[config.mk]
export PLATFORM = sky130hd
export DESIGN_NAME = vi_core
export DESIGN_NICKNAME = d
export VERILOG_FILES = /design/src/logic/rv_isa_pkg.sv /design/src/logic/pipe_pkg.sv /design/src/logic/issue_if.sv /design/src/logic/decode_stage.sv /design/src/logic/reg_file.sv /design/src/logic/bypass_ctrl.sv /design/src/logic/exe_stage.sv /design/src/logic/mult_pipe.sv /design/src/logic/writeback_stage.sv /design/src/logic/vi_core.sv
export SDC_FILE = /design/constraint.sdc
export NUM_CORES = 2
export LEC_CHECK = 0
export ABC_AREA = 1
export ABC_CLOCK_PERIOD_IN_PS = 9600
export BUFFER_PORTS_ARGS = -buffer_cell sky130_fd_sc_hd__buf_2
export CAP_MARGIN = 30
export CORE_MARGIN = 2
export CORE_UTILIZATION = 30
export CTS_BUF_LIST = sky130_fd_sc_hd__clkbuf_8
export DETAILED_ROUTE_END_ITERATION = 12
export GPL_TIMING_DRIVEN = 1
export PLACE_DENSITY = 0.48
export SLEW_MARGIN = 20
export SYNTH_ARGS = -nofsm -noshare
export SYNTH_HDL_FRONTEND = slang
export SYNTH_SLANG_ARGS = --single-unit
export TNS_END_PERCENT = 1
[constraint.sdc]
create_clock -name clk_i -period 9.6 [get_ports clk_i]
set_input_delay 2.88 -clock clk_i [delete_from_list [all_inputs] [get_ports clk_i]]
set_output_delay 2.88 -clock clk_i [all_outputs]
set_load 0.01 [all_outputs]
[src/logic/rv_isa_pkg.sv]
// RV32 instruction-set definitions shared by decode, datapath and testbench
package rv_isa_pkg;

	localparam int unsigned XLEN = 32;

	typedef logic [XLEN-1:0] word_t;
	typedef logic [31:0]     instr_t;
	typedef logic [4:0]      reg_addr_t;

	// Major opcodes
	localparam logic [6:0] OPC_OP_IMM = 7'b0010011;
	localparam logic [6:0] OPC_OP     = 7'b0110011;

	// funct3, MUL also uses 000
	localparam logic [2:0] F3_ADD_SUB = 3'b000;
	localparam logic [2:0] F3_XOR     = 3'b100;
	localparam logic [2:0] F3_OR      = 3'b110;
	localparam logic [2:0] F3_AND     = 3'b111;

	// funct7
	localparam logic [6:0] F7_BASE   = 7'b0000000;
	localparam logic [6:0] F7_SUB    = 7'b0100000;
	localparam logic [6:0] F7_MULDIV = 7'b0000001;

endpackage

[src/logic/pipe_pkg.sv]
// Pipeline-internal definitions, imported by the core modules and the testbench
package pipe_pkg;

	// Operation carried from decode to execute
	typedef enum logic [2:0] {
		ALU_ADD,
		ALU_SUB,
		ALU_AND,
		ALU_OR,
		ALU_XOR,
		ALU_MUL
	} alu_op_e;

	// Multiply latency in register stages after execute
	localparam int unsigned MULT_STAGES_DEF = 5;

endpackage

[src/logic/issue_if.sv]
// Issue bundle from decode into execute, also watched by the hazard logic
`timescale 1ns/100ps

interface issue_if import rv_isa_pkg::*, pipe_pkg::*; (
	input logic clk_i
);

	logic      valid;
	alu_op_e   op;
	word_t     data_a;
	word_t     data_b;
	reg_addr_t rd;

	modport master (output valid, output op, output data_a, output data_b, output rd);

	modport execute (input clk_i, input valid, input op, input data_a, input data_b, input rd);

	// Hazard detection only needs to know what is in flight
	modport observe (input valid, input op, input rd);

endinterface

[src/logic/decode_stage.sv]
// Decodes instr_i into an ALU operation and loads the issue register for execute
`timescale 1ns/100ps

module decode_stage import rv_isa_pkg::*, pipe_pkg::*; (
	input  logic      clk_i,
	input  logic      rst_n_i,
	input  logic      instr_valid_i,
	input  instr_t    instr_i,
	input  logic      stall_i,
	output reg_addr_t rs1_o,
	output reg_addr_t rs2_o,
	output logic      is_alu_o,
	input  word_t     opnd_a_i,
	input  word_t     opnd_b_i,
	issue_if.master   issue
);

	logic [6:0] opcode;
	logic [2:0] funct3;
	logic [6:0] funct7;
	reg_addr_t  rd;
	word_t      imm;
	alu_op_e    op_d;
	logic       supported;
	logic       use_imm;

	assign opcode = instr_i[6:0];
	assign rd     = instr_i[11:7];
	assign funct3 = instr_i[14:12];
	assign funct7 = instr_i[31:25];
	assign imm    = {{(XLEN-12){instr_i[31]}}, instr_i[31:20]};

	always_comb begin
		op_d      = ALU_ADD;
		supported = 1'b0;
		use_imm   = 1'b0;
		case (opcode)
			OPC_OP_IMM: begin
				// Only ADDI is kept from the immediate group
				supported = (funct3 == F3_ADD_SUB);
				use_imm   = 1'b1;
			end
			OPC_OP: begin
				supported = 1'b1;
				case ({funct7, funct3})
					{F7_BASE, F3_ADD_SUB}:   op_d = ALU_ADD;
					{F7_SUB, F3_ADD_SUB}:    op_d = ALU_SUB;
					{F7_BASE, F3_AND}:       op_d = ALU_AND;
					{F7_BASE, F3_OR}:        op_d = ALU_OR;
					{F7_BASE, F3_XOR}:       op_d = ALU_XOR;
					{F7_MULDIV, F3_ADD_SUB}: op_d = ALU_MUL;
					default:                 supported = 1'b0;
				endcase
			end
			default: begin
				supported = 1'b0;
			end
		endcase
	end

	// Idle slots and the ADDI immediate field must not look like source registers
	assign rs1_o    = instr_valid_i ? instr_i[19:15] : '0;
	assign rs2_o    = (instr_valid_i && !use_imm) ? instr_i[24:20] : '0;
	assign is_alu_o = instr_valid_i && supported && (op_d != ALU_MUL);

	always_ff @(posedge clk_i) begin
		if (!rst_n_i) begin
			issue.valid <= 1'b0;
		end else begin
			issue.valid <= instr_valid_i && !stall_i && supported && (rd != '0);
		end
	end

	always_ff @(posedge clk_i) begin
		issue.op     <= op_d;
		issue.rd     <= rd;
		issue.data_a <= opnd_a_i;
		issue.data_b <= use_imm ? imm : opnd_b_i;
	end

	// A stalled instruction is presented again unchanged in the next cycle
	a_hold_while_stalled: assert property (@(posedge clk_i) disable iff (!rst_n_i)
		(instr_valid_i && stall_i) |=> (instr_valid_i && $stable(instr_i)));

endmodule

[src/logic/reg_file.sv]
// Integer register file, two write-first read ports and one write port
`timescale 1ns/100ps

module reg_file import rv_isa_pkg::*; (
	input  logic      clk_i,
	input  logic      rst_n_i,
	input  reg_addr_t raddr_a_i,
	input  reg_addr_t raddr_b_i,
	output word_t     rdata_a_o,
	output word_t     rdata_b_o,
	input  logic      we_i,
	input  reg_addr_t waddr_i,
	input  word_t     wdata_i
);

	localparam int unsigned NUM_REGS = 1 << $bits(reg_addr_t);

	word_t regs [NUM_REGS];

	always_ff @(posedge clk_i) begin
		if (!rst_n_i) begin
			for (int i = 0; i < NUM_REGS; i++) begin
				regs[i] <= '0;
			end
		end else if (we_i && (waddr_i != '0)) begin
			regs[waddr_i] <= wdata_i;
		end
	end

	// x0 is hardwired, a same-cycle write is seen by the reader
	assign rdata_a_o = (raddr_a_i == '0) ? '0 :
	                   (we_i && (waddr_i == raddr_a_i)) ? wdata_i : regs[raddr_a_i];
	assign rdata_b_o = (raddr_b_i == '0) ? '0 :
	                   (we_i && (waddr_i == raddr_b_i)) ? wdata_i : regs[raddr_b_i];

endmodule

[src/logic/bypass_ctrl.sv]
// Operand forwarding and hazard stall for the instruction in decode
`timescale 1ns/100ps

module bypass_ctrl import rv_isa_pkg::*, pipe_pkg::*; #(
	parameter int unsigned MULT_STAGES = MULT_STAGES_DEF
) (
	input  reg_addr_t                   rs1_i,
	input  reg_addr_t                   rs2_i,
	input  logic                        is_alu_i,
	issue_if.observe                    issue,
	input  word_t                       alu_data_i,
	input  logic [MULT_STAGES-1:0]      mul_busy_i,
	input  reg_addr_t [MULT_STAGES-1:0] mul_rd_i,
	input  word_t                       mul_last_data_i,
	input  logic                        wb_valid_i,
	input  reg_addr_t                   wb_rd_i,
	input  word_t                       wb_data_i,
	input  word_t                       rf_a_i,
	input  word_t                       rf_b_i,
	output word_t                       opnd_a_o,
	output word_t                       opnd_b_o,
	output logic                        stall_o
);

	reg_addr_t [1:0] rs_src;
	word_t [1:0]     rf_data;
	word_t [1:0]     opnd;
	logic            issue_alu;
	logic            issue_mul;
	logic            mul_early;
	logic            hazard;

	assign rs_src    = {rs2_i, rs1_i};
	assign rf_data   = {rf_b_i, rf_a_i};
	assign issue_alu = issue.valid && (issue.op != ALU_MUL);
	assign issue_mul = issue.valid && (issue.op == ALU_MUL);
	assign mul_early = issue_mul || (|mul_busy_i[MULT_STAGES-2:0]);

	always_comb begin
		hazard = 1'b0;
		for (int k = 0; k < 2; k++) begin
			// Lowest priority first, later matches override
			opnd[k] = rf_data[k];
			if (wb_valid_i && (wb_rd_i == rs_src[k]))
				opnd[k] = wb_data_i;
			if (mul_busy_i[MULT_STAGES-1] && (mul_rd_i[MULT_STAGES-1] == rs_src[k]))
				opnd[k] = mul_last_data_i;
			if (issue_alu && (issue.rd == rs_src[k]))
				opnd[k] = alu_data_i;
			// Product not ready before the last stage
			if (rs_src[k] != '0) begin
				if (issue_mul && (issue.rd == rs_src[k]))
					hazard = 1'b1;
				for (int i = 0; i < MULT_STAGES - 1; i++) begin
					if (mul_busy_i[i] && (mul_rd_i[i] == rs_src[k]))
						hazard = 1'b1;
				end
			end
		end
	end

	assign opnd_a_o = opnd[0];
	assign opnd_b_o = opnd[1];

	// An ALU op issued now would reach writeback with or ahead of an older MUL
	assign stall_o = hazard || (is_alu_i && mul_early);

endmodule

[src/logic/exe_stage.sv]
// Single-cycle ALU and multiplier product computed from the issue register
`timescale 1ns/100ps

module exe_stage import rv_isa_pkg::*, pipe_pkg::*; (
	issue_if.execute issue,
	output logic      alu_valid_o,
	output reg_addr_t alu_rd_o,
	output word_t     alu_data_o,
	output logic      mul_valid_o,
	output reg_addr_t mul_rd_o,
	output word_t     mul_product_o
);

	always_comb begin
		case (issue.op)
			ALU_ADD: alu_data_o = issue.data_a + issue.data_b;
			ALU_SUB: alu_data_o = issue.data_a - issue.data_b;
			ALU_AND: alu_data_o = issue.data_a & issue.data_b;
			ALU_OR:  alu_data_o = issue.data_a | issue.data_b;
			ALU_XOR: alu_data_o = issue.data_a ^ issue.data_b;
			default: alu_data_o = '0;
		endcase
	end

	// Low half of the product only
	assign mul_product_o = issue.data_a * issue.data_b;

	assign alu_valid_o = issue.valid && (issue.op != ALU_MUL);
	assign alu_rd_o    = issue.rd;
	assign mul_valid_o = issue.valid && (issue.op == ALU_MUL);
	assign mul_rd_o    = issue.rd;

	// A valid issue never lands in the default ALU branch
	a_known_op: assert property (@(posedge issue.clk_i)
		issue.valid |-> (issue.op inside {ALU_ADD, ALU_SUB, ALU_AND, ALU_OR, ALU_XOR, ALU_MUL}));

endmodule

[src/logic/mult_pipe.sv]
// Multiply delay line, carries products from execute to writeback
`timescale 1ns/100ps

module mult_pipe import rv_isa_pkg::*, pipe_pkg::*; #(
	parameter int unsigned MULT_STAGES = MULT_STAGES_DEF
) (
	input  logic                        clk_i,
	input  logic                        rst_n_i,
	input  logic                        mul_valid_i,
	input  reg_addr_t                   mul_rd_i,
	input  word_t                       mul_product_i,
	output logic [MULT_STAGES-1:0]      busy_o,
	output reg_addr_t [MULT_STAGES-1:0] rd_o,
	output logic                        last_valid_o,
	output reg_addr_t                   last_rd_o,
	output word_t                       last_data_o
);

	logic [MULT_STAGES-1:0]      vld_q;
	reg_addr_t [MULT_STAGES-1:0] rd_q;
	word_t [MULT_STAGES-1:0]     data_q;

	// Index 0 is the first stage after execute
	always_ff @(posedge clk_i) begin
		if (!rst_n_i) begin
			vld_q <= '0;
		end else begin
			vld_q <= {vld_q[MULT_STAGES-2:0], mul_valid_i};
		end
	end

	always_ff @(posedge clk_i) begin
		rd_q   <= {rd_q[MULT_STAGES-2:0], mul_rd_i};
		data_q <= {data_q[MULT_STAGES-2:0], mul_product_i};
	end

	assign busy_o       = vld_q;
	assign rd_o         = rd_q;
	assign last_valid_o = vld_q[MULT_STAGES-1];
	assign last_rd_o    = rd_q[MULT_STAGES-1];
	assign last_data_o  = data_q[MULT_STAGES-1];

endmodule

[src/logic/writeback_stage.sv]
// Writeback register, merges the ALU and multiply result paths
`timescale 1ns/100ps

module writeback_stage import rv_isa_pkg::*; (
	input  logic      clk_i,
	input  logic      rst_n_i,
	input  logic      alu_valid_i,
	input  reg_addr_t alu_rd_i,
	input  word_t     alu_data_i,
	input  logic      mul_valid_i,
	input  reg_addr_t mul_rd_i,
	input  word_t     mul_data_i,
	output logic      wb_valid_o,
	output reg_addr_t wb_rd_o,
	output word_t     wb_data_o
);

	always_ff @(posedge clk_i) begin
		if (!rst_n_i) begin
			wb_valid_o <= 1'b0;
		end else begin
			wb_valid_o <= alu_valid_i || mul_valid_i;
		end
	end

	always_ff @(posedge clk_i) begin
		wb_rd_o   <= alu_valid_i ? alu_rd_i : mul_rd_i;
		wb_data_o <= alu_valid_i ? alu_data_i : mul_data_i;
	end

	// Decode stalls keep the two paths from arriving together
	a_no_collision: assert property (@(posedge clk_i) disable iff (!rst_n_i)
		!(alu_valid_i && mul_valid_i));

endmodule

[src/logic/vi_core.sv]
// Integer core top level, instruction strobe in and writeback pulses out
`timescale 1ns/100ps

module vi_core import rv_isa_pkg::*, pipe_pkg::*; #(
	parameter int unsigned MULT_STAGES = MULT_STAGES_DEF
) (
	input  logic      clk_i,
	input  logic      rst_n_i,
	input  logic      instr_valid_i,
	input  instr_t    instr_i,
	output logic      stall_o,
	output logic      wb_valid_o,
	output reg_addr_t wb_rd_o,
	output word_t     wb_data_o
);

	reg_addr_t                   rs1;
	reg_addr_t                   rs2;
	logic                        is_alu;
	word_t                       rf_a;
	word_t                       rf_b;
	word_t                       opnd_a;
	word_t                       opnd_b;
	logic                        alu_valid;
	reg_addr_t                   alu_rd;
	word_t                       alu_data;
	logic                        mul_valid;
	reg_addr_t                   mul_rd;
	word_t                       mul_product;
	logic [MULT_STAGES-1:0]      mul_busy;
	reg_addr_t [MULT_STAGES-1:0] mul_stage_rd;
	logic                        mul_last_valid;
	reg_addr_t                   mul_last_rd;
	word_t                       mul_last_data;

	issue_if issue (.clk_i(clk_i));

	decode_stage decode_stage (
		.clk_i		(clk_i),
		.rst_n_i	(rst_n_i),
		.instr_valid_i	(instr_valid_i),
		.instr_i	(instr_i),
		.stall_i	(stall_o),
		.rs1_o		(rs1),
		.rs2_o		(rs2),
		.is_alu_o	(is_alu),
		.opnd_a_i	(opnd_a),
		.opnd_b_i	(opnd_b),
		.issue		(issue.master)
	);

	reg_file reg_file (
		.clk_i		(clk_i),
		.rst_n_i	(rst_n_i),
		.raddr_a_i	(rs1),
		.raddr_b_i	(rs2),
		.rdata_a_o	(rf_a),
		.rdata_b_o	(rf_b),
		.we_i		(wb_valid_o),
		.waddr_i	(wb_rd_o),
		.wdata_i	(wb_data_o)
	);

	bypass_ctrl #(
		.MULT_STAGES	(MULT_STAGES)
	) bypass_ctrl (
		.rs1_i			(rs1),
		.rs2_i			(rs2),
		.is_alu_i		(is_alu),
		.issue			(issue.observe),
		.alu_data_i		(alu_data),
		.mul_busy_i		(mul_busy),
		.mul_rd_i		(mul_stage_rd),
		.mul_last_data_i	(mul_last_data),
		.wb_valid_i		(wb_valid_o),
		.wb_rd_i		(wb_rd_o),
		.wb_data_i		(wb_data_o),
		.rf_a_i			(rf_a),
		.rf_b_i			(rf_b),
		.opnd_a_o		(opnd_a),
		.opnd_b_o		(opnd_b),
		.stall_o		(stall_o)
	);

	exe_stage exe_stage (
		.issue		(issue.execute),
		.alu_valid_o	(alu_valid),
		.alu_rd_o	(alu_rd),
		.alu_data_o	(alu_data),
		.mul_valid_o	(mul_valid),
		.mul_rd_o	(mul_rd),
		.mul_product_o	(mul_product)
	);

	mult_pipe #(
		.MULT_STAGES	(MULT_STAGES)
	) mult_pipe (
		.clk_i		(clk_i),
		.rst_n_i	(rst_n_i),
		.mul_valid_i	(mul_valid),
		.mul_rd_i	(mul_rd),
		.mul_product_i	(mul_product),
		.busy_o		(mul_busy),
		.rd_o		(mul_stage_rd),
		.last_valid_o	(mul_last_valid),
		.last_rd_o	(mul_last_rd),
		.last_data_o	(mul_last_data)
	);

	writeback_stage writeback_stage (
		.clk_i		(clk_i),
		.rst_n_i	(rst_n_i),
		.alu_valid_i	(alu_valid),
		.alu_rd_i	(alu_rd),
		.alu_data_i	(alu_data),
		.mul_valid_i	(mul_last_valid),
		.mul_rd_i	(mul_last_rd),
		.mul_data_i	(mul_last_data),
		.wb_valid_o	(wb_valid_o),
		.wb_rd_o	(wb_rd_o),
		.wb_data_o	(wb_data_o)
	);

endmodule

==> flow_metrics.env <==
export IMPL_skew_ns=0.0706
export IMPL_initial_core_util_pct=30.2
export IMPL_critPathCaptureType="primary output"
export IMPL_synth_edf_count=1024
export IMPL_dp_hpwl_mm=244
export IMPL_pin_count=74
export IMPL_cts_tree="built"
export IMPL_timing_fmax_mhz=120
export IMPL_final_area_um2=96300
export IMPL_setup_viol=0
export IMPL_ys_ff_latch=1325
export IMPL_port_buffers=73
export IMPL_cts_setup_buffers=0
export IMPL_first_pass_iters=6
export IMPL_top_layer="met5"
export IMPL_holdBufCountCts=0
export IMPL_ys_flop_type="edfxtp_1"
export IMPL_min_from="mult_pipe.data_q[126]"
export IMPL_grt_overflow=0
export IMPL_setup_tns_ns=0
export IMPL_routabilityCongestion=0.944
export IMPL_worstPathRequired_ns=6.72
export IMPL_finalWirelength_mm=399
export IMPL_die_h_um=545
export IMPL_syn_area_um2=87900
export IMPL_yosys_warnings=0
export IMPL_dr_wl_met2_mm=175
export IMPL_worst_slew_pin_slew_ns=1.12
export IMPL_path_max_fanout=56
export IMPL_grt_first_pass_wirelength_mm=569
export IMPL_hold_path_class="flip-flop to flip-flop"
export IMPL_setup_worst_path_start_class="primary input"
export IMPL_startpoint="instr_valid_i"
export IMPL_drive_gt1_share_pct=6.74
export IMPL_synthCells=11200
export IMPL_wl_per_cell_um=26.5
export IMPL_outcome="complete, no violations"
export IMPL_num_rows=198
export IMPL_drt_iter0_drc=11300
export IMPL_multiInputGateArea_um2=43100
export IMPL_worst_setup_path_type="primary input to primary output"
export IMPL_total_power_mw=42.1
export IMPL_viasPerCell=5.37
export IMPL_cts_buffers=232
export IMPL_crit_chain="buf_8 -> nand2_8 -> xor2_1 -> nor4_1 -> nand2_1 -> and3_1 -> a31oi_1 -> a21oi_1 -> nand2_1 -> buf_2"
export IMPL_postSynthAreaPerCell_um2=7.82
export IMPL_final_hold_viol_count=0
export IMPL_cts_resized_gates=0
export IMPL_r2r_start="decode_stage.issue.data_b[2]"
export IMPL_grt_use_total_pct=26.1
export IMPL_grt_antenna_before_repair=16
export IMPL_maxSlewViolCount=0
export IMPL_vdd_drop_max_mv=1.49
export IMPL_place_area_um2=91900
export IMPL_max_cap_violations=0
export IMPL_slowest_delay_ns=0.41
export IMPL_cpMostUsedCell="nand2_1"
export IMPL_numClockSinks=1325
export IMPL_cpMaxStageDelayCell="buf_8"
export IMPL_die_w_um=545
export IMPL_clk_pin_slew_ns=0.06
export IMPL_async_flop_share_pct=0
export IMPL_seq_area_frac_synth_pct=41.8
export IMPL_htreeDepth=4
export IMPL_grt_max_degree=152
export IMPL_core_area_um2=291000
export IMPL_wl_met3_mm=40.0
export IMPL_min_period_ns=8.37
export IMPL_num_vias=81000
export IMPL_leakagePower_nw=43.5
export IMPL_clock_latency_ns=1.06
export IMPL_dieArea_um2=297000
export IMPL_ys_types=56
export IMPL_period_share_pct=87.1
export IMPL_holdWs_ns=0.311
export IMPL_drt_met1_wl_mm=161
export IMPL_first_global_vias=79300
export IMPL_grt_setup_unrepaired="no"
export IMPL_nNetsFinal=11700
export IMPL_cts_buffer_depth=3
export IMPL_final_seq_area_um2=36800
export IMPL_antenna_left=0
export IMPL_area_delta_synth_final_pct=9.60
export IMPL_power_density_nw_per_um2=437
export IMPL_route_detailed_drc=0
export IMPL_clockRootBuffer="clkbuf_8"
export IMPL_fillers=30700
export IMPL_max_slew_margin_pct=25.0
export IMPL_arrival_ns=5.49
[flip-flops by register name, indices dropped and copies added (netlist names), 3 cells and up]
signal	cells
writeback_stage.wb_rd_o	5
writeback_stage.wb_data_o	32
decode_stage.issue.data_a	32
mult_pipe.busy_o	5
mult_pipe.last_data_o	32
mult_pipe.rd_o	20
decode_stage.issue.rd	5
decode_stage.issue.data_b	32
mult_pipe.data_q	128
mult_pipe.last_rd_o	5
decode_stage.issue.op	3
reg_file.regs	1024
[metal layers]
layer | global-route usage (%) | vias to the layer above
met2 | 40.3 | 4952
met4 | 14.3 | 12
li1 | - | 35500
met3 | 4.85 | 920
met1 | 34.6 | 39600
met5 | 0 | -
[synth_stat cells, types with 24 or more instances]
cell type,instances,share of area [%]
dfxtp_1,301,6.9
nand3_1,1306,7.4
fa_1,409,9.3
inv_1,1234,5.3
ha_1,219,3.1
nand2_1,3335,14
buf_1,76,0.32
a21oi_1,212,1.2
buf_4,55,0.47
clkbuf_1,440,1.9
nor3_1,49,0.28
a31oi_1,62,0.44
nand4_1,226,1.6
nor2_1,1285,5.5
o21ai_1,67,0.38
o211ai_1,24,0.20
o21ai_0,310,1.8
buf_2,247,1.4
edfxtp_1,1024,35
xor2_1,106,1.1
xnor2_1,41,0.41
o22ai_1,28,0.20
[worst max-delay path: cells and delay by family]
family | cells | cell delay (ns)
compound gates | 2 | 0.41
buf+inv | 2 | 0.64
xor+xnor | 1 | 0.26
simple gates | 5 | 1.10
[power by group]
group          internal [mW]  total (mW)  switching (mW)
Clock                   2.50        5.06            2.57
Combinational           10.7        29.3            18.6
Sequential              7.20        7.77           0.571
[cells by family after synthesis]
kind of cell | after synthesis | synth area share, %
AO/OA/AOI/OAI | 790 | 5.02
flip-flops | 1325 | 41.8
other | 1 | 0.00427
adder cells (fa/ha/maj) | 628 | 12.4
AND/OR/NAND/NOR | 6269 | 29.6
buffers and inverters | 2079 | 9.61
XOR/XNOR | 147 | 1.46
[cell usage in the layout (no fill, tap or decap), types with 211 or more instances in the layout]
cell type / netlist / final
nand2_1: 3335 / 3273
inv_1: 1234 / 1310
nand3_1: 1306 / 1303
nor2_1: 1285 / 1281
edfxtp_1: 1024 / 1024
fa_1: 409 / 409
o21ai_0: 310 / 310
dfxtp_1: 301 / 294
clkbuf_8: 0 / 251
nand4_1: 226 / 226
buf_4: 55 / 223
ha_1: 219 / 219
a21oi_1: 212 / 211
[path summary, 6_finish.rpt]
path         depth (start not counted)                        end  slack, ns
max                                 10                    stall_o       1.23
min                                  0  mult_pipe.last_data_o[30]       0.31
max reg2reg                         24       mult_pipe.data_q[28]       2.08
min reg2reg                          0  mult_pipe.last_data_o[30]       0.31
[per-stage QoR]
stage / instances / worst slack [ns] / util, %
4_1_cts: 15100 / 1.29 / 33.0
5_1_grt: 15100 / 1.09 / 33.1
2_1_floorplan: 11300 / 2.31 / -
3_3_place_gp: 14600 / 1.25 / 31.5
6_report: 15100 / 1.23 / 33.1
3_5_place_dp: 14700 / 1.31 / 31.6
[cell type report]
class,count,area share [%]
clock buffers,250,3.57
inverters,1244,4.89
flip-flops and latches,1325,38.2
clock inverters,174,0.903
repair buffers,320,2.60
well taps,3900,5.06
multi-input cells,7866,44.8
diodes,7,0.0182
No activity file was read; power rests on OpenSTA's default activity.
